[config.mk]
export PLATFORM = sky130hd
export DESIGN_NAME = mac_frame_gen
export DESIGN_NICKNAME = d
export VERILOG_FILES = /design/src/mac_frame_pkg.sv /design/src/mac_frame_gen.sv /design/src/word_packer.sv /design/src/fcs_inserter.sv /design/src/frame_byte_source.sv
export VERILOG_INCLUDE_DIRS = /design/src
export SDC_FILE = /design/constraint.sdc
export NUM_CORES = 1
export LEC_CHECK = 0
export ABC_CLOCK_PERIOD_IN_PS = 9850
export BUFFER_PORTS_ARGS = -buffer_cell sky130_fd_sc_hd__clkbuf_2
export CAP_MARGIN = 20
export CORE_AREA = 5 5 172 174
export CTS_CLUSTER_DIAMETER = 200
export CTS_CLUSTER_SIZE = 14
export DETAILED_ROUTE_END_ITERATION = 10
export DIE_AREA = 0 0 177 179
export GPL_TIMING_DRIVEN = 0
export PLACE_DENSITY = 0.82
export SLEW_MARGIN = 20
export SYNTH_ARGS = -nofsm -noshare
export SYNTH_HDL_FRONTEND = slang
export SYNTH_SLANG_ARGS = --single-unit
[constraint.sdc]
create_clock -name clk -period 9.85 [get_ports clk]
set_clock_uncertainty 0.15 [all_clocks]
set_input_delay 0.985 -clock clk [delete_from_list [all_inputs] [get_ports clk]]
set_output_delay 0.985 -clock clk [all_outputs]
set_load 0.1 [all_outputs]
[src/mac_frame_params.svh]
`ifndef MAC_FRAME_PARAMS_SVH
`define MAC_FRAME_PARAMS_SVH

// frame geometry in bytes
`define MAC_PAYLOAD_BYTES 8     // payload bytes carried per request
`define MAC_HEADER_BYTES  14    // dest + src + ethertype
`define MAC_MIN_PAYLOAD   46    // payload + pad
`define MAC_FCS_BYTES     4
`define MAC_WORD_BYTES    8     // bytes per output word

// substitute byte in pattern mode
`define MAC_PATTERN_BYTE 8'h55

// seven preamble bytes then the sfd
`define MAC_PREAMBLE_SFD 64'h5555_5555_5555_55D5

// crc-32 in reflected form
`define MAC_CRC_POLY 32'hEDB8_8320
`define MAC_CRC_INIT 32'hFFFF_FFFF

`endif
[src/mac_frame_pkg.sv]
package mac_frame_pkg;

    `include "mac_frame_params.svh"

    typedef logic [47:0] mac_addr_t;

    typedef enum logic {
        PAY_DATA    = 1'b0,   // input bytes go out
        PAY_PATTERN = 1'b1    // every payload byte is 55h
    } payload_mode_e;

    typedef struct packed {
        mac_addr_t     dest;
        mac_addr_t     src;
        logic [15:0]   eth_type;
        logic [3:0]    length;    // above 8 is clamped
        payload_mode_e mode;
    } frame_req_t;

    // byte 0 sits at index 0 and is sent first
    typedef logic [`MAC_PAYLOAD_BYTES-1:0][7:0] payload_t;

    typedef struct packed {
        logic [7:0] data;
        logic       last;   // final byte of the stream
    } byte_beat_t;

    typedef enum logic [1:0] {IDLE, HEADER, PAYLOAD, PAD} src_state_e;

    typedef enum logic {PASS, FCS} fcs_state_e;

endpackage

[src/mac_frame_gen.sv]
module mac_frame_gen (
    input  logic                      clk,
    input  logic                      i_rst_n,
    input  logic                      i_start,
    input  mac_frame_pkg::frame_req_t i_req,
    input  mac_frame_pkg::payload_t   i_payload,
    output logic                      o_valid,
    output logic [63:0]               o_word,
    output logic                      o_last
);
    import mac_frame_pkg::*;

    logic       src_valid;
    byte_beat_t src_beat;    // header, payload, pad
    logic       fcs_valid;
    byte_beat_t fcs_beat;    // same bytes plus fcs

    frame_byte_source frame_byte_source_inst (
        .clk          (clk),
        .i_rst_n      (i_rst_n),
        .i_start      (i_start),
        .i_req        (i_req),
        .i_payload    (i_payload),
        .o_beat_valid (src_valid),
        .o_beat       (src_beat)
    );

    fcs_inserter fcs_inserter_inst (
        .clk          (clk),
        .i_rst_n      (i_rst_n),
        .i_beat_valid (src_valid),
        .i_beat       (src_beat),
        .o_beat_valid (fcs_valid),
        .o_beat       (fcs_beat)
    );

    word_packer word_packer_inst (
        .clk          (clk),
        .i_rst_n      (i_rst_n),
        .i_beat_valid (fcs_valid),
        .i_beat       (fcs_beat),
        .o_valid      (o_valid),
        .o_word       (o_word),
        .o_last       (o_last)
    );

endmodule

[src/word_packer.sv]
`include "mac_frame_params.svh"

module word_packer (
    input  logic                      clk,
    input  logic                      i_rst_n,
    input  logic                      i_beat_valid,
    input  mac_frame_pkg::byte_beat_t i_beat,
    output logic                      o_valid,
    output logic [63:0]               o_word,
    output logic                      o_last
);

    localparam int CNT_W = $clog2(`MAC_WORD_BYTES);

    logic             in_frame_q;
    logic [CNT_W-1:0] cnt_q;       // bytes already in the assembly register
    logic [63:0]      asm_q;
    logic [63:0]      asm_next;
    logic             word_done;

    // first byte ends up in the top eight bits
    assign asm_next  = {asm_q[55:0], i_beat.data};
    assign word_done = i_beat_valid && in_frame_q &&
                       (cnt_q == CNT_W'(`MAC_WORD_BYTES - 1));

    always_ff @(posedge clk or negedge i_rst_n) begin
        if (!i_rst_n) begin
            o_valid    <= 1'b0;
            o_last     <= 1'b0;
            in_frame_q <= 1'b0;
            cnt_q      <= '0;
        end else begin
            o_valid <= 1'b0;
            o_last  <= 1'b0;
            if (i_beat_valid) begin
                cnt_q <= cnt_q + 1'b1;   // wraps back to 0 on a full word
                if (!in_frame_q) begin
                    in_frame_q <= 1'b1;
                    o_valid    <= 1'b1;    // preamble word
                end else if (word_done) begin
                    o_valid <= 1'b1;
                    o_last  <= i_beat.last;
                end
                if (i_beat.last) begin
                    in_frame_q <= 1'b0;
                end
            end
        end
    end

    always_ff @(posedge clk) begin
        if (i_beat_valid) begin
            asm_q <= asm_next;
            if (!in_frame_q) begin
                o_word <= `MAC_PREAMBLE_SFD;
            end else if (word_done) begin
                o_word <= asm_next;
            end
        end
    end

endmodule

[src/fcs_inserter.sv]
`include "mac_frame_params.svh"

module fcs_inserter (
    input  logic                      clk,
    input  logic                      i_rst_n,
    input  logic                      i_beat_valid,
    input  mac_frame_pkg::byte_beat_t i_beat,
    output logic                      o_beat_valid,
    output mac_frame_pkg::byte_beat_t o_beat
);
    import mac_frame_pkg::*;

    localparam logic [1:0] LAST_FCS = 2'(`MAC_FCS_BYTES - 1);

    fcs_state_e  state_q;
    logic [31:0] crc_q;
    logic [1:0]  fcs_idx_q;   // which fcs byte goes out next
    logic [31:0] fcs;

    // one byte into the reflected crc lsb first
    function automatic logic [31:0] crc_byte(input logic [31:0] crc_in, input logic [7:0] d);
        logic [31:0] c;
        c = crc_in;
        for (int i = 0; i < 8; i++) begin
            if (c[0] ^ d[i]) begin
                c = (c >> 1) ^ `MAC_CRC_POLY;
            end else begin
                c = c >> 1;
            end
        end
        return c;
    endfunction

    assign fcs = ~crc_q;

    always_ff @(posedge clk or negedge i_rst_n) begin
        if (!i_rst_n) begin
            state_q      <= PASS;
            crc_q        <= `MAC_CRC_INIT;
            fcs_idx_q    <= '0;
            o_beat_valid <= 1'b0;
            o_beat       <= '0;
        end else begin
            o_beat_valid <= 1'b0;
            o_beat.last  <= 1'b0;
            case (state_q)
                PASS: begin
                    if (i_beat_valid) begin
                        o_beat_valid <= 1'b1;
                        o_beat.data  <= i_beat.data;   // incoming last is dropped
                        crc_q        <= crc_byte(crc_q, i_beat.data);
                        if (i_beat.last) begin
                            state_q   <= FCS;
                            fcs_idx_q <= '0;
                        end
                    end
                end
                FCS: begin
                    // source holds its next frame off so no input arrives here
                    o_beat_valid <= 1'b1;
                    o_beat.data  <= fcs[{fcs_idx_q, 3'b000} +: 8];  // low byte first
                    o_beat.last  <= (fcs_idx_q == LAST_FCS);
                    fcs_idx_q    <= fcs_idx_q + 2'd1;
                    if (fcs_idx_q == LAST_FCS) begin
                        state_q <= PASS;
                        crc_q   <= `MAC_CRC_INIT;
                    end
                end
                default: state_q <= PASS;
            endcase
        end
    end

endmodule

[src/frame_byte_source.sv]
`include "mac_frame_params.svh"

module frame_byte_source (
    input  logic                      clk,
    input  logic                      i_rst_n,
    input  logic                      i_start,
    input  mac_frame_pkg::frame_req_t i_req,
    input  mac_frame_pkg::payload_t   i_payload,
    output logic                      o_beat_valid,
    output mac_frame_pkg::byte_beat_t o_beat
);
    import mac_frame_pkg::*;

    localparam int         FRAME_BYTES = `MAC_HEADER_BYTES + `MAC_MIN_PAYLOAD;  // fcs excluded
    localparam logic [5:0] HDR_END     = 6'(`MAC_HEADER_BYTES - 1);
    localparam logic [5:0] LAST_CNT    = 6'(FRAME_BYTES - 1);
    // fcs bytes plus one idle cycle between output frames
    localparam logic [2:0] GAP_CYCLES  = 3'(`MAC_FCS_BYTES + 1);

    src_state_e state_q;
    logic [5:0] cnt_q;      // byte index within the frame
    logic [2:0] hold_q;     // holds off the next frame until the fcs is out
    frame_req_t req_q;
    payload_t   payload_q;

    logic                               take_req;
    logic [3:0]                         len;
    logic [5:0]                         pay_end;
    logic [5:0]                         pay_off;
    logic [0:`MAC_HEADER_BYTES-1][7:0]  hdr_bytes;
    logic [7:0]                         pay_byte;
    logic                               beat_en;
    logic                               last_byte;

    assign take_req  = (state_q == IDLE) && i_start;
    assign len       = (req_q.length > 4'(`MAC_PAYLOAD_BYTES)) ?
                       4'(`MAC_PAYLOAD_BYTES) : req_q.length;
    assign pay_end   = HDR_END + 6'(len);                 // index of last payload byte
    assign pay_off   = cnt_q - 6'(`MAC_HEADER_BYTES);
    assign hdr_bytes = {req_q.dest, req_q.src, req_q.eth_type};  // element 0 goes first
    assign pay_byte  = (req_q.mode == PAY_PATTERN) ? `MAC_PATTERN_BYTE :
                       payload_q[pay_off[2:0]];
    assign beat_en   = (state_q != IDLE) && (hold_q == '0);
    assign last_byte = (state_q == PAD) && (cnt_q == LAST_CNT);

    always_comb begin
        o_beat_valid = beat_en;
        o_beat.last  = beat_en && last_byte;
        case (state_q)
            HEADER:  o_beat.data = hdr_bytes[cnt_q[3:0]];
            PAYLOAD: o_beat.data = pay_byte;
            default: o_beat.data = 8'h00;   // zero padding
        endcase
    end

    // request and payload stay fixed for the whole frame
    always_ff @(posedge clk) begin
        if (take_req) begin
            req_q     <= i_req;
            payload_q <= i_payload;
        end
    end

    always_ff @(posedge clk or negedge i_rst_n) begin
        if (!i_rst_n) begin
            state_q <= IDLE;
            cnt_q   <= '0;
            hold_q  <= '0;
        end else begin
            if (hold_q != '0) begin
                hold_q <= hold_q - 3'd1;
            end
            case (state_q)
                IDLE: begin
                    if (take_req) begin
                        state_q <= HEADER;
                        cnt_q   <= '0;
                    end
                end
                HEADER: begin
                    if (beat_en) begin
                        cnt_q <= cnt_q + 6'd1;
                        if (cnt_q == HDR_END) begin
                            state_q <= (len == 4'd0) ? PAD : PAYLOAD;
                        end
                    end
                end
                PAYLOAD: begin
                    if (beat_en) begin
                        cnt_q <= cnt_q + 6'd1;
                        if (cnt_q == pay_end) begin
                            state_q <= PAD;
                        end
                    end
                end
                PAD: begin
                    if (beat_en) begin
                        cnt_q <= cnt_q + 6'd1;
                        if (last_byte) begin
                            state_q <= IDLE;      // new start accepted from here
                            hold_q  <= GAP_CYCLES;
                        end
                    end
                end
                default: state_q <= IDLE;
            endcase
        end
    end

endmodule

* Yosys cells after proc, flatten, opt, wreduce, memory -nomap -nowiden
Index checks and enable logic that the tools add are counted.
** Word-level totals
- Flip-flop bits (word level) :: 363
- Input bits :: 184
- Output and inout port bits :: 66
- Word-level logic and storage cells :: 163
** Cells by class
- $add $sub $neg :: 6
- Magnitude comparators :: 3
- Eq/ne operators :: 20
- Shift-type cells :: 1
- Mux-type cells :: 69
- Bitwise gates (word level) :: 19
- Reductions and logical operators :: 17
** Operator list (count)
- two-way mux 32 bit :: 24
- inverter 13 -> 14 bit :: 8
- two-way mux 64 bit :: 1
- case mux 32 bit (2 select lines) :: 1
- two-way mux 8 bit :: 5
- binary-select mux 8 bit (select 4 bit) :: 1
- inverter 32 bit :: 1
- case mux 8 bit (2 select lines) :: 2
- indexed part select 32 x 6 -> 8 bit :: 1
- binary-select mux 8 bit (select 3 bit) :: 1
- two-way mux 2 bit :: 9
- != test 2 x 1 -> 1 bit (second input constant) :: 9
- two-way mux 1 bit :: 13
- two-way mux 3 bit :: 4
- two-way mux 6 bit :: 2
- case mux 6 bit (2 select lines) :: 1
- case mux 2 bit (4 select lines) :: 1
- AND reduction 2 bit :: 4
- bitwise XOR 1 bit :: 8
- AND reduction 7 bit :: 1
- adder 6 x 1 -> 6 bit (second input constant) :: 1
- == test 2 bit (second input constant) :: 3
- == test 6 x 4 -> 1 bit (second input constant) :: 1
- == test 6 x 5 -> 1 bit :: 1
- other kinds (24) :: 32

* Logic depth before layout (Yosys ltp)
Gate-level depths: netlist of the first run.
- Depth in word-level cells :: 37
- Depth in mapped cells :: 13
- Mapped depth without buffers :: 11

* Cells and area by module
From an unflattened synthesis of the first run, not the netlist that was laid out.
** Unflattened totals
- Cell total of the unflattened synthesis :: 833
- Area total of the unflattened synthesis :: 14741.6 um^2
** By module, submodules not included
- frame_byte_source :: instances 1, cells an instance 389, area each 7797.5 um^2, sequential area each 5710.5 um^2
- word_packer :: instances 1, cells an instance 208, area each 4282.9 um^2, sequential area each 3753.6 um^2
- fcs_inserter :: instances 1, cells an instance 236, area each 2661.3 um^2, sequential area each 1166.1 um^2

* Worst setup path before layout of the first run
No wires, ideal clock.
- Path type :: reg-to-reg
- Start point :: register fcs_inserter_inst.o_beat_valid
- End point :: register word_packer_inst.o_valid
- Library setup time :: 620 ps
- Arrival :: 6505 ps
- Data required time :: 9080 ps
- Slack :: 2576 ps
- Stages on the path, launching flop included :: 3
- Path buffers :: 1
- Period minus slack after synthesis :: 7274 ps
- Path through :: dfrtp_1 clkbuf_1 a21boi_0
** Between the ends
- Cells in the longest elaborated chain, start to end :: 5
** Ends and longest elaborated chain
- start: declaration :: line fcs_inserter.sv:8 : output logic o_beat_valid,
- start signal: assignment :: line fcs_inserter.sv:41 : o_beat_valid <= 1'b0;
- start signal: assignment :: line fcs_inserter.sv:44 : o_beat_valid <= 1'b0;
- start signal: assignment :: line fcs_inserter.sv:49 : o_beat_valid <= 1'b1;
- logical AND 1 bit (2 in series) :: line word_packer.sv:23 : assign word_done = i_beat_valid && in_frame_q &&
- two-way mux 1 bit :: line word_packer.sv:40 : end else if (word_done) begin
- two-way mux 1 bit :: line word_packer.sv:37 : if (!in_frame_q) begin
- two-way mux 1 bit (*) :: line word_packer.sv:35 : if (i_beat_valid) begin
- end signal: assignment :: line word_packer.sv:28 : o_valid <= 1'b0;
- end signal: assignment :: line word_packer.sv:39 : o_valid <= 1'b1;
- end signal: assignment :: line word_packer.sv:41 : o_valid <= 1'b1;
- end: declaration :: line word_packer.sv:8 : output logic o_valid,
Every way passes the cells marked *; elsewhere a longest branch is shown, timed or not.
A chain may end at the register's enable or synchronous reset.

* Worst setup path in the final report of the first run
- Start point :: register frame_byte_source_inst.cnt_q[1]
- End point :: register fcs_inserter_inst.crc_q[25]
** Between the ends
- Cells in the longest elaborated chain, start to end :: 31
- Elaborated cells between the ends (all ways) :: 43
- Classes of those cells :: add/sub (1); mux (31); bitwise (11)
** Ends and longest elaborated chain
- start: declaration :: line frame_byte_source.sv:21 : logic [5:0] cnt_q;
- start signal: assignment :: line frame_byte_source.sv:82 : cnt_q <= cnt_q + 6'd1;
- start signal: assignment :: line frame_byte_source.sv:90 : cnt_q <= cnt_q + 6'd1;
- start signal: assignment :: line frame_byte_source.sv:98 : cnt_q <= cnt_q + 6'd1;
- subtractor 3 bit or inverter 4 -> 5 bit (tied branches) :: line frame_byte_source.sv:39, frame_byte_source.sv:50
- binary-select mux 8 bit (select 3 bit) or binary-select mux 8 bit (select 4 bit) (tied branches) :: line frame_byte_source.sv:42, frame_byte_source.sv:50
- two-way mux 8 bit (on tied branches) :: line frame_byte_source.sv:42, frame_byte_source.sv:50
- two-way mux 8 bit (on tied branches) :: line frame_byte_source.sv:41, frame_byte_source.sv:50
- case mux 8 bit (2 select lines) (*) :: line frame_byte_source.sv:49 : case (state_q)
- bitwise XOR 1 bit :: line fcs_inserter.sv:25 : if (c[0] ^ d[i]) begin
- two-way mux 32 bit :: line fcs_inserter.sv:25
- two-way mux 32 bit :: line fcs_inserter.sv:48 : if (i_beat_valid) begin
- [... 15 more ...]
- two-way mux 32 bit :: line fcs_inserter.sv:46 : case (state_q)
- bitwise XOR 1 bit or inverter 13 -> 14 bit (tied branches)
- two-way mux 32 bit (*) :: line fcs_inserter.sv:25
- two-way mux 32 bit (*) :: line fcs_inserter.sv:48
- two-way mux 32 bit (*) :: line fcs_inserter.sv:46
- two-way mux 32 bit (*) :: line fcs_inserter.sv:25
- two-way mux 32 bit (*) :: line fcs_inserter.sv:48
- case mux 32 bit (2 select lines) (*) :: line fcs_inserter.sv:46
- end signal: assignment :: line fcs_inserter.sv:39 : crc_q <= `MAC_CRC_INIT;
- end signal: assignment :: line fcs_inserter.sv:51 : crc_q <= crc_byte(crc_q, i_beat.data);
- end signal: assignment :: line fcs_inserter.sv:66 : crc_q <= `MAC_CRC_INIT;
- end: declaration :: line fcs_inserter.sv:16 : logic [31:0] crc_q;
Every way passes the cells marked *; elsewhere a longest branch is shown, timed or not. The select of a mux whose other input is x is not followed.

==> results of run 1 <==
cell families (layout without fill, tap and decap cells):
kind of cell,count (synthesis),after routing
simple gates,218,218
compound gates,115,115
flops,363,363
other cells,0,3
xor+xnor,67,67
buf+inv,69,376
fa+ha+maj,15,15
mux,97,97
synthesized netlist by cell type, types with 3 or more instances:
master,instances
a22oi_1,7
a31oi_1,8
inv_1,22
xor3_1,4
a211o_1,4
dfrtp_1,30
o21ai_0,12
nand2b_1,36
o22ai_1,4
nand3_1,12
nor3_1,31
edfxtp_1,301
mux2i_1,64
a21o_1,4
nand3b_1,4
xor2_1,11
xnor2_1,35
and4_1,4
buf_4,5
nor2b_1,10
nand2_1,22
a211oi_1,3
clkbuf_1,27
o211ai_1,7
mux2_2,8
buf_6,5
and2_1,37
xnor3_1,13
a21oi_1,42
or2_2,4
ha_1,15
o2bb2ai_1,3
mux4_2,23
nand4_1,10
dfstp_2,32
nor2_1,33
buf_2,7
metal layers:
layer | share of wire (%) | global-route usage, % | vias to the layer above
met2 | 51 | 37.9 | 387
met4 | 2.0 | 5.45 | 0
li1 | - | - | 4151
met3 | 7.6 | 3.75 | 47
met1 | 40 | 29.3 | 4494
met5 | 0 | 0 | -
worst max-delay path by stage:
stage,slack (ns),from,depth (start not counted),to
6_report,5.84,frame_byte_source_inst.cnt_q[1],11,fcs_inserter_inst.crc_q[25]
3_5_place_dp,5.84,frame_byte_source_inst.cnt_q[1],11,fcs_inserter_inst.crc_q[25]
3_3_place_gp,0.13,fcs_inserter_inst.o_beat_valid,2,word_packer_inst.o_valid
2_1_floorplan,2.58,fcs_inserter_inst.o_beat_valid,2,word_packer_inst.o_valid
4_1_cts,5.79,frame_byte_source_inst.cnt_q[1],11,fcs_inserter_inst.crc_q[25]
5_1_grt,5.62,frame_byte_source_inst.cnt_q[1],11,fcs_inserter_inst.crc_q[25]
final cells by class:
| type | instances | share of cell area, % |
|---|---|---|
| Clock buffer | 53 | 4.53 |
| Inverter | 22 | 0.500 |
| Antenna cell | 3 | 0.0417 |
| Tap cell | 378 | 2.63 |
| Buffer | 47 | 1.44 |
| Multi-Input combinational cell | 512 | 24.1 |
| Sequential cell | 363 | 59.1 |
| Timing Repair Buffer | 254 | 7.66 |
metrics by stage:
| stage | setup WS (ns) | total power [uW] | instance area [um2] | hold WS (ns) | cells |
|---|---|---|---|---|---|
| CTS | 5.79 | 6120 | 18000 | 0.269 | 1629 |
| floorplan | 2.58 | 4490 | 15300 | 0.265 | 944 |
| detailed placement | 5.84 | 5060 | 17200 | 0.274 | 1576 |
| global route | 5.62 | 6430 | 18000 | 0.287 | 1632 |
| finish | 5.84 | 6110 | 18000 | 0.268 | 1632 |
| global placement | 0.131 | 5000 | 17000 | 0.270 | 1571 |
critical path: cells and delay by family (launching register included):
family | cells | cell delay (ns)
AO/OA/AOI/OAI | 3 | 0.60
XOR/XNOR | 3 | 1.50
adder cells (fa/ha/maj) | 1 | 0.30
buffers and inverters | 2 | 0.55
flip-flops | 1 | 0.44
multiplexers | 1 | 0.24
AND/OR/NAND/NOR | 1 | 0.14
flip-flops by register name (all words and copies together), names as in the netlist, 2 cells and up:
| signal | flops |
|---|---|
| fcs_inserter_inst.crc_q | 32 |
| fcs_inserter_inst.fcs_idx_q | 2 |
| fcs_inserter_inst.o_beat | 9 |
| frame_byte_source_inst.cnt_q | 6 |
| frame_byte_source_inst.hdr_bytes | 112 |
| frame_byte_source_inst.hold_q | 3 |
| frame_byte_source_inst.payload_q | 64 |
| frame_byte_source_inst.req_q | 5 |
| frame_byte_source_inst.state_q | 2 |
| word_packer_inst.asm_q | 56 |
| word_packer_inst.cnt_q | 3 |
| word_packer_inst.o_word | 64 |
power groups by stage:
| stage | Sequential (uW) | Combinational (uW) | Clock (uW) |
|---|---|---|---|
| global placement | 2480 | 2510 | 0 |
| floorplan | 2550 | 1940 | 0 |
| CTS | 2430 | 2630 | 1060 |
| finish | 2420 | 2640 | 1050 |
| detailed placement | 2450 | 2610 | 0 |
| global route | 2460 | 2830 | 1130 |
==> results, run 1 <==
- The flow ran to the end, and the final reports show no timing, DRC or antenna violations.
- At the worst endpoint, the required time is 10.17 ns.
- The number of global-route vias before repair is between 9000 and 10000.
- The tree built by TritonCTS fans out to between 300 and 400 sinks.
- The final-report setup violation count is 0.
- Once detail routing completed, the nets flagged for antenna violations numbered 0.
- Per report_power, the clock group accounts for 17.2% of the total.
- Registers take 0.0106 mm2.
- For this run, design rule violations remaining after detail routing come to 0.
- Entering global routing, the biggest net connects between 100 and 150 pins.
- The worst register-to-register path begins at frame_byte_source_inst.cnt_q[1].
- After clock tree synthesis, the setup repair step added 0 buffers.
- The synthesized-area fraction occupied by adder cells is 1.23%.
- The CTS tree is done.
- In the synthesized netlist, the number of instances is 944.
- In this design, the critical path's most frequently occurring cell is xnor3_1.
- The share of cell area taken by muxes after synthesis is around 8.5%.
- The cell type contributing the most total cell area after synthesis is edfxtp_1.
- The total of buffers placed on input and output ports is about 250.
- The dominant combinational cell family by area after synthesis is multiplexers.
- The dominant synthesized flop cell is edfxtp_1.
- The final route contains 9079 vias.
- The floorplan has 61 rows.
- The final critical path takes up ~41% of the cycle.
- For the worst-skew pair, the clock arrives at the later sink with an insertion delay of between 0.5 and 0.6 ns.
- The endpoint identified for the worst register-to-register timing path is fcs_inserter_inst.crc_q[25].
- Of the total synthesized cell area, the portion taken by XOR and XNOR cells is 5.66%.
- The number of failing hold endpoints at the final stage was 0.
- The count of boundary I/O pins is 250.
- The simple-gate area share of the yosys netlist is 7.94%.
- For this configuration, the core starts out at a cell density of ~55%.
- The total leakage power is 0.00685 uW.
- The count of hold buffers inserted by post-cts repair is 0.
- Compared with the post-synthesis result, the final layout area differs by 17.6%.
- The fraction of the mapped netlist area in compound gates is 4.99%.
- The floorplan die area is approximately 0.032 mm2.
- Net switching is 34.6% of the power.
- STA classifies the critical path endpoint as a register.
- The share of total power dissipated in sequential elements is 39.7%.
- In the layout the commonest cells are edfxtp_1, clkbuf_2, mux2i_1.
- Setup repair after global routing left no endpoint under its margin.
- Wires add up to ~34000 um.
- In this run the power density over the cells is 340 mW/mm2.
- The number of enable-type register cells in the synthesized netlist is roughly 300.
- Summing all multi-input logic gate instances after layout gives 0.00435 mm2.
- The worst-case IR drop observed on VDD is around 0.19 mV.
- Sorting the synthesized cells by area gives the leading types as edfxtp_1, dfstp_2, dfrtp_1.
- The number of H-tree levels is 1.
- The post-detailed-placement half-perimeter wirelength is 25000 um.
- The fraction of synthesis flops using an asynchronous set or reset pin is between 10% and 20%.
- In the final layout, the share of cells above drive strength 1 is 30.7%.
- Of all nets on the critical path, the largest fanout is 10.
- The worst setup path is launched from a register.
- The number of warning messages in the yosys log is 0.
- Adding up every negative setup slack in the final design gives 0 ns.
- The slew at the pin closest to its max-slew limit is 0.828 ns.
- The path class of the tightest hold or removal check is input port to async pin.
- The final-layout fill cell count is 1913.
- The number of maximum-capacitance violations is 0.
- The die is 177 um wide.
- At the end of the flow, the number of nets in the layout was roughly 1400.
- The clock passes through at most 3 buffers.
- After clock tree synthesis, the clock-pin slew on the worst setup and hold paths is 0.07 ns.
- The length of the first detailed-routing pass in iterations is 5.
- The initial antenna violation count was 3.
- Measured against its own limit, the worst slew margin works out to 44.8%.
- A synthesized cell averages 16.2 um2.
- The detailed router finished its first iteration with 750 violations.
- Internal power comes to 4000 uW.
- The average wire per cell in the routed design is between 20 and 25 um.
- The number of gates given a new drive strength after cts is 0.
- The largest single stage delay on the critical path is slightly below 0.6 ns.
- Of the total power, combinational logic draws 43.1%.
- After detailed routing, the number of vias per cell comes to roughly 5.6.
- The top-area cell type share of the netlist area is 59.0%.
- The number of cells on the worst reg-to-reg path is 11.
- Measured along the y axis, the die boundary spans 179 um.
- The data arrival time at the worst-slack endpoint is ~4.3 ns.
- The start-to-end type of the worst setup path is register to register.
- The internal reg-to-reg setup slack is 5.84 ns.
- Sequential elements use 69.4% of the synthesized area.
- The count of final max-slew check failures is 0.
- Counting every net in the synthesized netlist gives ~1100.
- The total overflow left after global routing is 0.
- The number of library cell types mapped by synthesis is 73.
- The total area inside the core boundary comes to roughly 0.028 mm2.
- The congestion estimate from routability-driven global placement came to 0.891.
- The achievable clock frequency is 249 MHz.
- The shortest clock period the worst path allows after layout is around 4 ns.
- Walking the worst path, the cells encountered are ha_1 -> buf_2 -> buf_4 -> mux2i_1 -> nand3_1 -> a31oi_1 -> o211ai_1 -> xor2_2 -> xnor3_1 -> xnor3_1 -> a21oi_1.
- The most common cell after layout, fill and taps aside is edfxtp_1.
- The mapped netlist covers about 0.015 mm2.
- Summed over all nets, the switching power comes to 2120 uW.
- The utilization after layout is 65.2%.
- Global routing consumed, over all layers together, 21.9% of the routing resources.
- TritonCTS created 29 clock buffers.
- In this run, synthesis produced a sequential element count of 363.
- The CTS root buffer is clkbuf_16.
- The first global-routing pass estimated approximately 53000 um of wire.
- The slowest stage cell on the critical path is xnor3_1.
No activity file was read; power rests on OpenSTA's default activity.
==> inputs of run 2 (changes only) <==
- ABC_CLOCK_PERIOD_IN_PS: 9850 -> 3900
- clock period: 9.85 -> 3.9 ns (I/O delays scaled with it)
==> run 2 against run 1 <==
Compared with the run above:
- the flow now finishes with violations (negative setup slack)
- clock power grew to 2.6 times the previous value
- first-iteration DRC count is 61% higher
- maximum frequency up 2.5%
- sequential cell count is the same
- setup slack worse by 5.9 ns
- global-route usage is 6.0 points higher
==> results, run 2 (synthesis gave the netlist of run 1 again) <==
- The area of the core region is 0.0276 mm2.
- TritonCTS built the clock tree.
- CTS built an H-tree with a depth of 1.
- The final-report setup violation count is 2.
- The end of the worst register-to-register path is fcs_inserter_inst.crc_q[19].
- The overflow left after global routing is 0.
- The initial antenna violation count came to 3.
- At the pin with the least slew margin, the transition time is 0.814 ns.
- The CTS root buffer is clkbuf_16.
- Entering global routing, the biggest net connects 58 pins.
- The data arrival time at the worst-slack endpoint is 4.24 ns.
- In the post-route analysis, the smallest setup slack over all paths is -0.0137 ns.
- The internal cell power is 10500 uW.
- In the final layout, the share of cells above drive strength 1 is 28.2%.
- The final reports fail on negative setup slack.
- The critical path's most frequent cell is buf_4.
- The relative contribution of sequential cells to total power is 37.8%.
- The final non-filler cell area is roughly 0.020 mm2.
- The end point of the critical path is fcs_inserter_inst.crc_q[19].
- The largest single stage delay on the critical path is between 0.4 and 0.5 ns.
- The number of failing hold endpoints at the final stage was 0.
- The number of cells on the worst reg-to-reg path is 13.
- The cell depth of the worst setup path is 13.
- The number of remaining DRC errors is 0.
- The worst-case vdd ir drop is 0.527 mV.
- Along the worst path, the maximum fanout reaches 10.
- After the last flow step, the layout net total stands at roughly 1600.
- Dividing the final minimum period by the clock period gives 100%.
- The flow ran to the end, but the final reports show violations.
- The die is 179 um tall.
- The floorplan die area is 0.0317 mm2.
- Setup slack on the worst reg-to-reg path comes out at -0.01 ns.
- The top cell types in the final layout, fill and taps aside, are edfxtp_1, clkbuf_2, dlygate4sd3_1.
- The pre-antenna-repair detailed-routing pass consisted of 7 iterations.
- The total number of clock tree sinks is 363.
- STA puts the critical path data required time at 4.23 ns.
- The count of final max-slew check failures was 0.
- The slowest stage cell on the critical path is xor3_1.
- The kind of cell with the highest combined delay on the critical path is XOR/XNOR gates.
- During placement, the flow inserted port buffers numbering ~250.
- Summing all flip-flop and latch instances after layout gives 0.0106 mm2.
- The post-CTS clock slew at the launch and capture registers of the worst setup and hold paths is 0.08 ns.
- In the final routed layout, each cell accounts on average for around 24 um.
- The critical path launch point is frame_byte_source_inst.cnt_q[1].
- In this run the critical register-to-register path is launched from frame_byte_source_inst.cnt_q[1].
- The worst max-slew margin expressed relative to the limit is 45.7%.
- The post-detailed-placement half-perimeter wirelength is 25200 um.
- In this run the static leakage power is 0.00768 uW.
- The start-to-end type of the worst setup path is register to register.
- The global router's overall resource usage is 27.9%.
- In the final layout, the multi-input gates occupy 0.00443 mm2.
- The number of clock buffers inserted by TritonCTS is 29.
- The placed instances occupy a cell area of approximately 0.017 mm2.
- The area growth from synthesis to layout is 30.9%.
- The number of global-route vias before repair was 11300.
- The placed instance count is 1580.
- The initial utilization of the core area, before any placement, comes to 55.4%.
- The most common cell after layout, fill and taps aside is edfxtp_1.
- The routed layout has 10600 vias.
- The number of maximum-capacitance violations is 0.
- The final non-filler cell total is around 1800.
- The tightest min-delay check is of the input port to register type.
- The first global-routing pass estimated between 60000 and 70000 um of wire.
- After filler insertion, the fill cell instance count of the layout stands at 1614.
- Of the total power, the share spent switching nets is 35.8%.
- For the finished layout, the period the worst path requires is 3.91 ns.
- The critical path goes through ha_1 -> buf_2 -> buf_6 -> mux2i_1 -> nand3_1 -> a31oi_1 -> o211ai_1 -> buf_4 -> xor2_4 -> buf_4 -> xnor2_1 -> xor3_1 -> a21oi_1.
- The net switching power is about 5800 uW.
- The utilization after layout is 72.5%.
- Using the TritonRoute via totals, the vias-per-cell ratio works out to slightly below 6.
- The number of buffers between clock root and the deepest sink is 3.
- Static timing analysis puts the maximum clock frequency at 256 MHz.
- The category of the worst setup path launch point is a register.
- In this run the remaining antenna-violating nets after routing total 0.
- Pin placement for this block handled between 200 and 300 I/O pins.
- The share of total power dissipated in the clock network is roughly 17%.
- From left edge to right edge, the die measures about 180 um.
- The insertion delay to the later sink of the worst-skew pair is 0.57 ns.
- The final weighted congestion in routability-driven placement is just under 0.9.
- The floorplan has 61 rows.
- STA classifies the critical path endpoint as a register.
- The sum of buffers and inverters on the critical path is 4.
- The power per standard cell area is 814 mW/mm2.
- The combinational power share is 45.2%.
- The detailed router finished its first iteration with 1208 violations.
- The register with the most flip-flops in the layout has around 110 of them.
- The wire length after detailed routing is around 44000 um.
==> run 2: changes by cell type in the layout (fill, tap and decap cells not counted), moves of 3 or more <==
| cell | before | now |
|---|---|---|
| dlygate4sd3_1 | 0 | 182 |
| buf_12 | 2 | 7 |
| buf_4 | 5 | 10 |
| buf_2 | 7 | 4 |
| nor2_1 | 33 | 30 |
| nor2_2 | 0 | 3 |
==> run 2: metal layers <==
layer	share of wire [%]	wire (um)	GRT usage [%]
met5	0	0	0
met1	35	15200	33.8
met4	5.7	2510	13.2
met3	10	4450	5.57
met2	49	21700	48.5
==> run 2: worst min-delay path: stages <==
cell,delay (ns)
clkbuf_2,0.12
nand2_4,0.09
nand3_1,0.07
o21ai_0,0.07
==> run 2: per-stage QoR <==
step,setup WS [ns],hold WS (ns),setup TNS [ns],total power [uW]
after detailed placement,-0.111,0.215,-0.164,12900
after floorplan,-0.0595,-0.0556,-10.77,11300
after global routing,-0.0425,0.0794,-0.108,17000
final,-0.0137,0.0598,-0.0161,16300
after global placement,-0.954,0.269,-203.98,12600
after CTS,-0.0521,0.0430,-0.0521,15700
==> run 2: area by class of cell <==
type                    count  area share (%)
diodes                      4          0.0500
clock buffers              53            4.07
flip-flops and latches    363            53.1
multi-input cells         512            22.1
repair buffers            447            16.6
inverters                  22           0.431
well taps                 378            2.36
plain buffers              45            1.32
==> run 2: power by group through the flow <==
stage | Combinational (uW) | Clock [uW] | Sequential (uW)
2_1_floorplan | 4920 | 0 | 6410
3_3_place_gp | 6400 | 0 | 6210
3_5_place_dp | 6690 | 0 | 6190
4_1_cts | 6930 | 2690 | 6120
5_1_grt | 7790 | 2940 | 6260
6_report | 7380 | 2760 | 6170
==> run 2: worst min path at each step <==
stage	from	end	slack, ns	cells after the start
after floorplan	i_rst_n	fcs_inserter_inst.fcs_idx_q[0]	-0.06	0
final	i_start	frame_byte_source_inst.cnt_q[0]	0.06	4
after CTS	i_start	frame_byte_source_inst.cnt_q[0]	0.04	4
after global routing	i_start	frame_byte_source_inst.cnt_q[1]	0.08	4
after global placement	word_packer_inst.asm_q[15]	word_packer_inst.asm_q[23]	0.27	0
after detailed placement	i_rst_n	word_packer_inst.o_valid	0.22	1
==> run 2: what timing repair did <==
| action | 4_1_cts | 5_1_grt |
|---|---|---|
| setup endpoints to repair | 2 | 16 |
| hold endpoints to repair | 230 | 0 |
| hold buffers | 182 | 0 |
| buffers inserted | 0 | 7 |
| pin swaps | 0 | 3 |
| gates resized for setup | 3 | 14 |
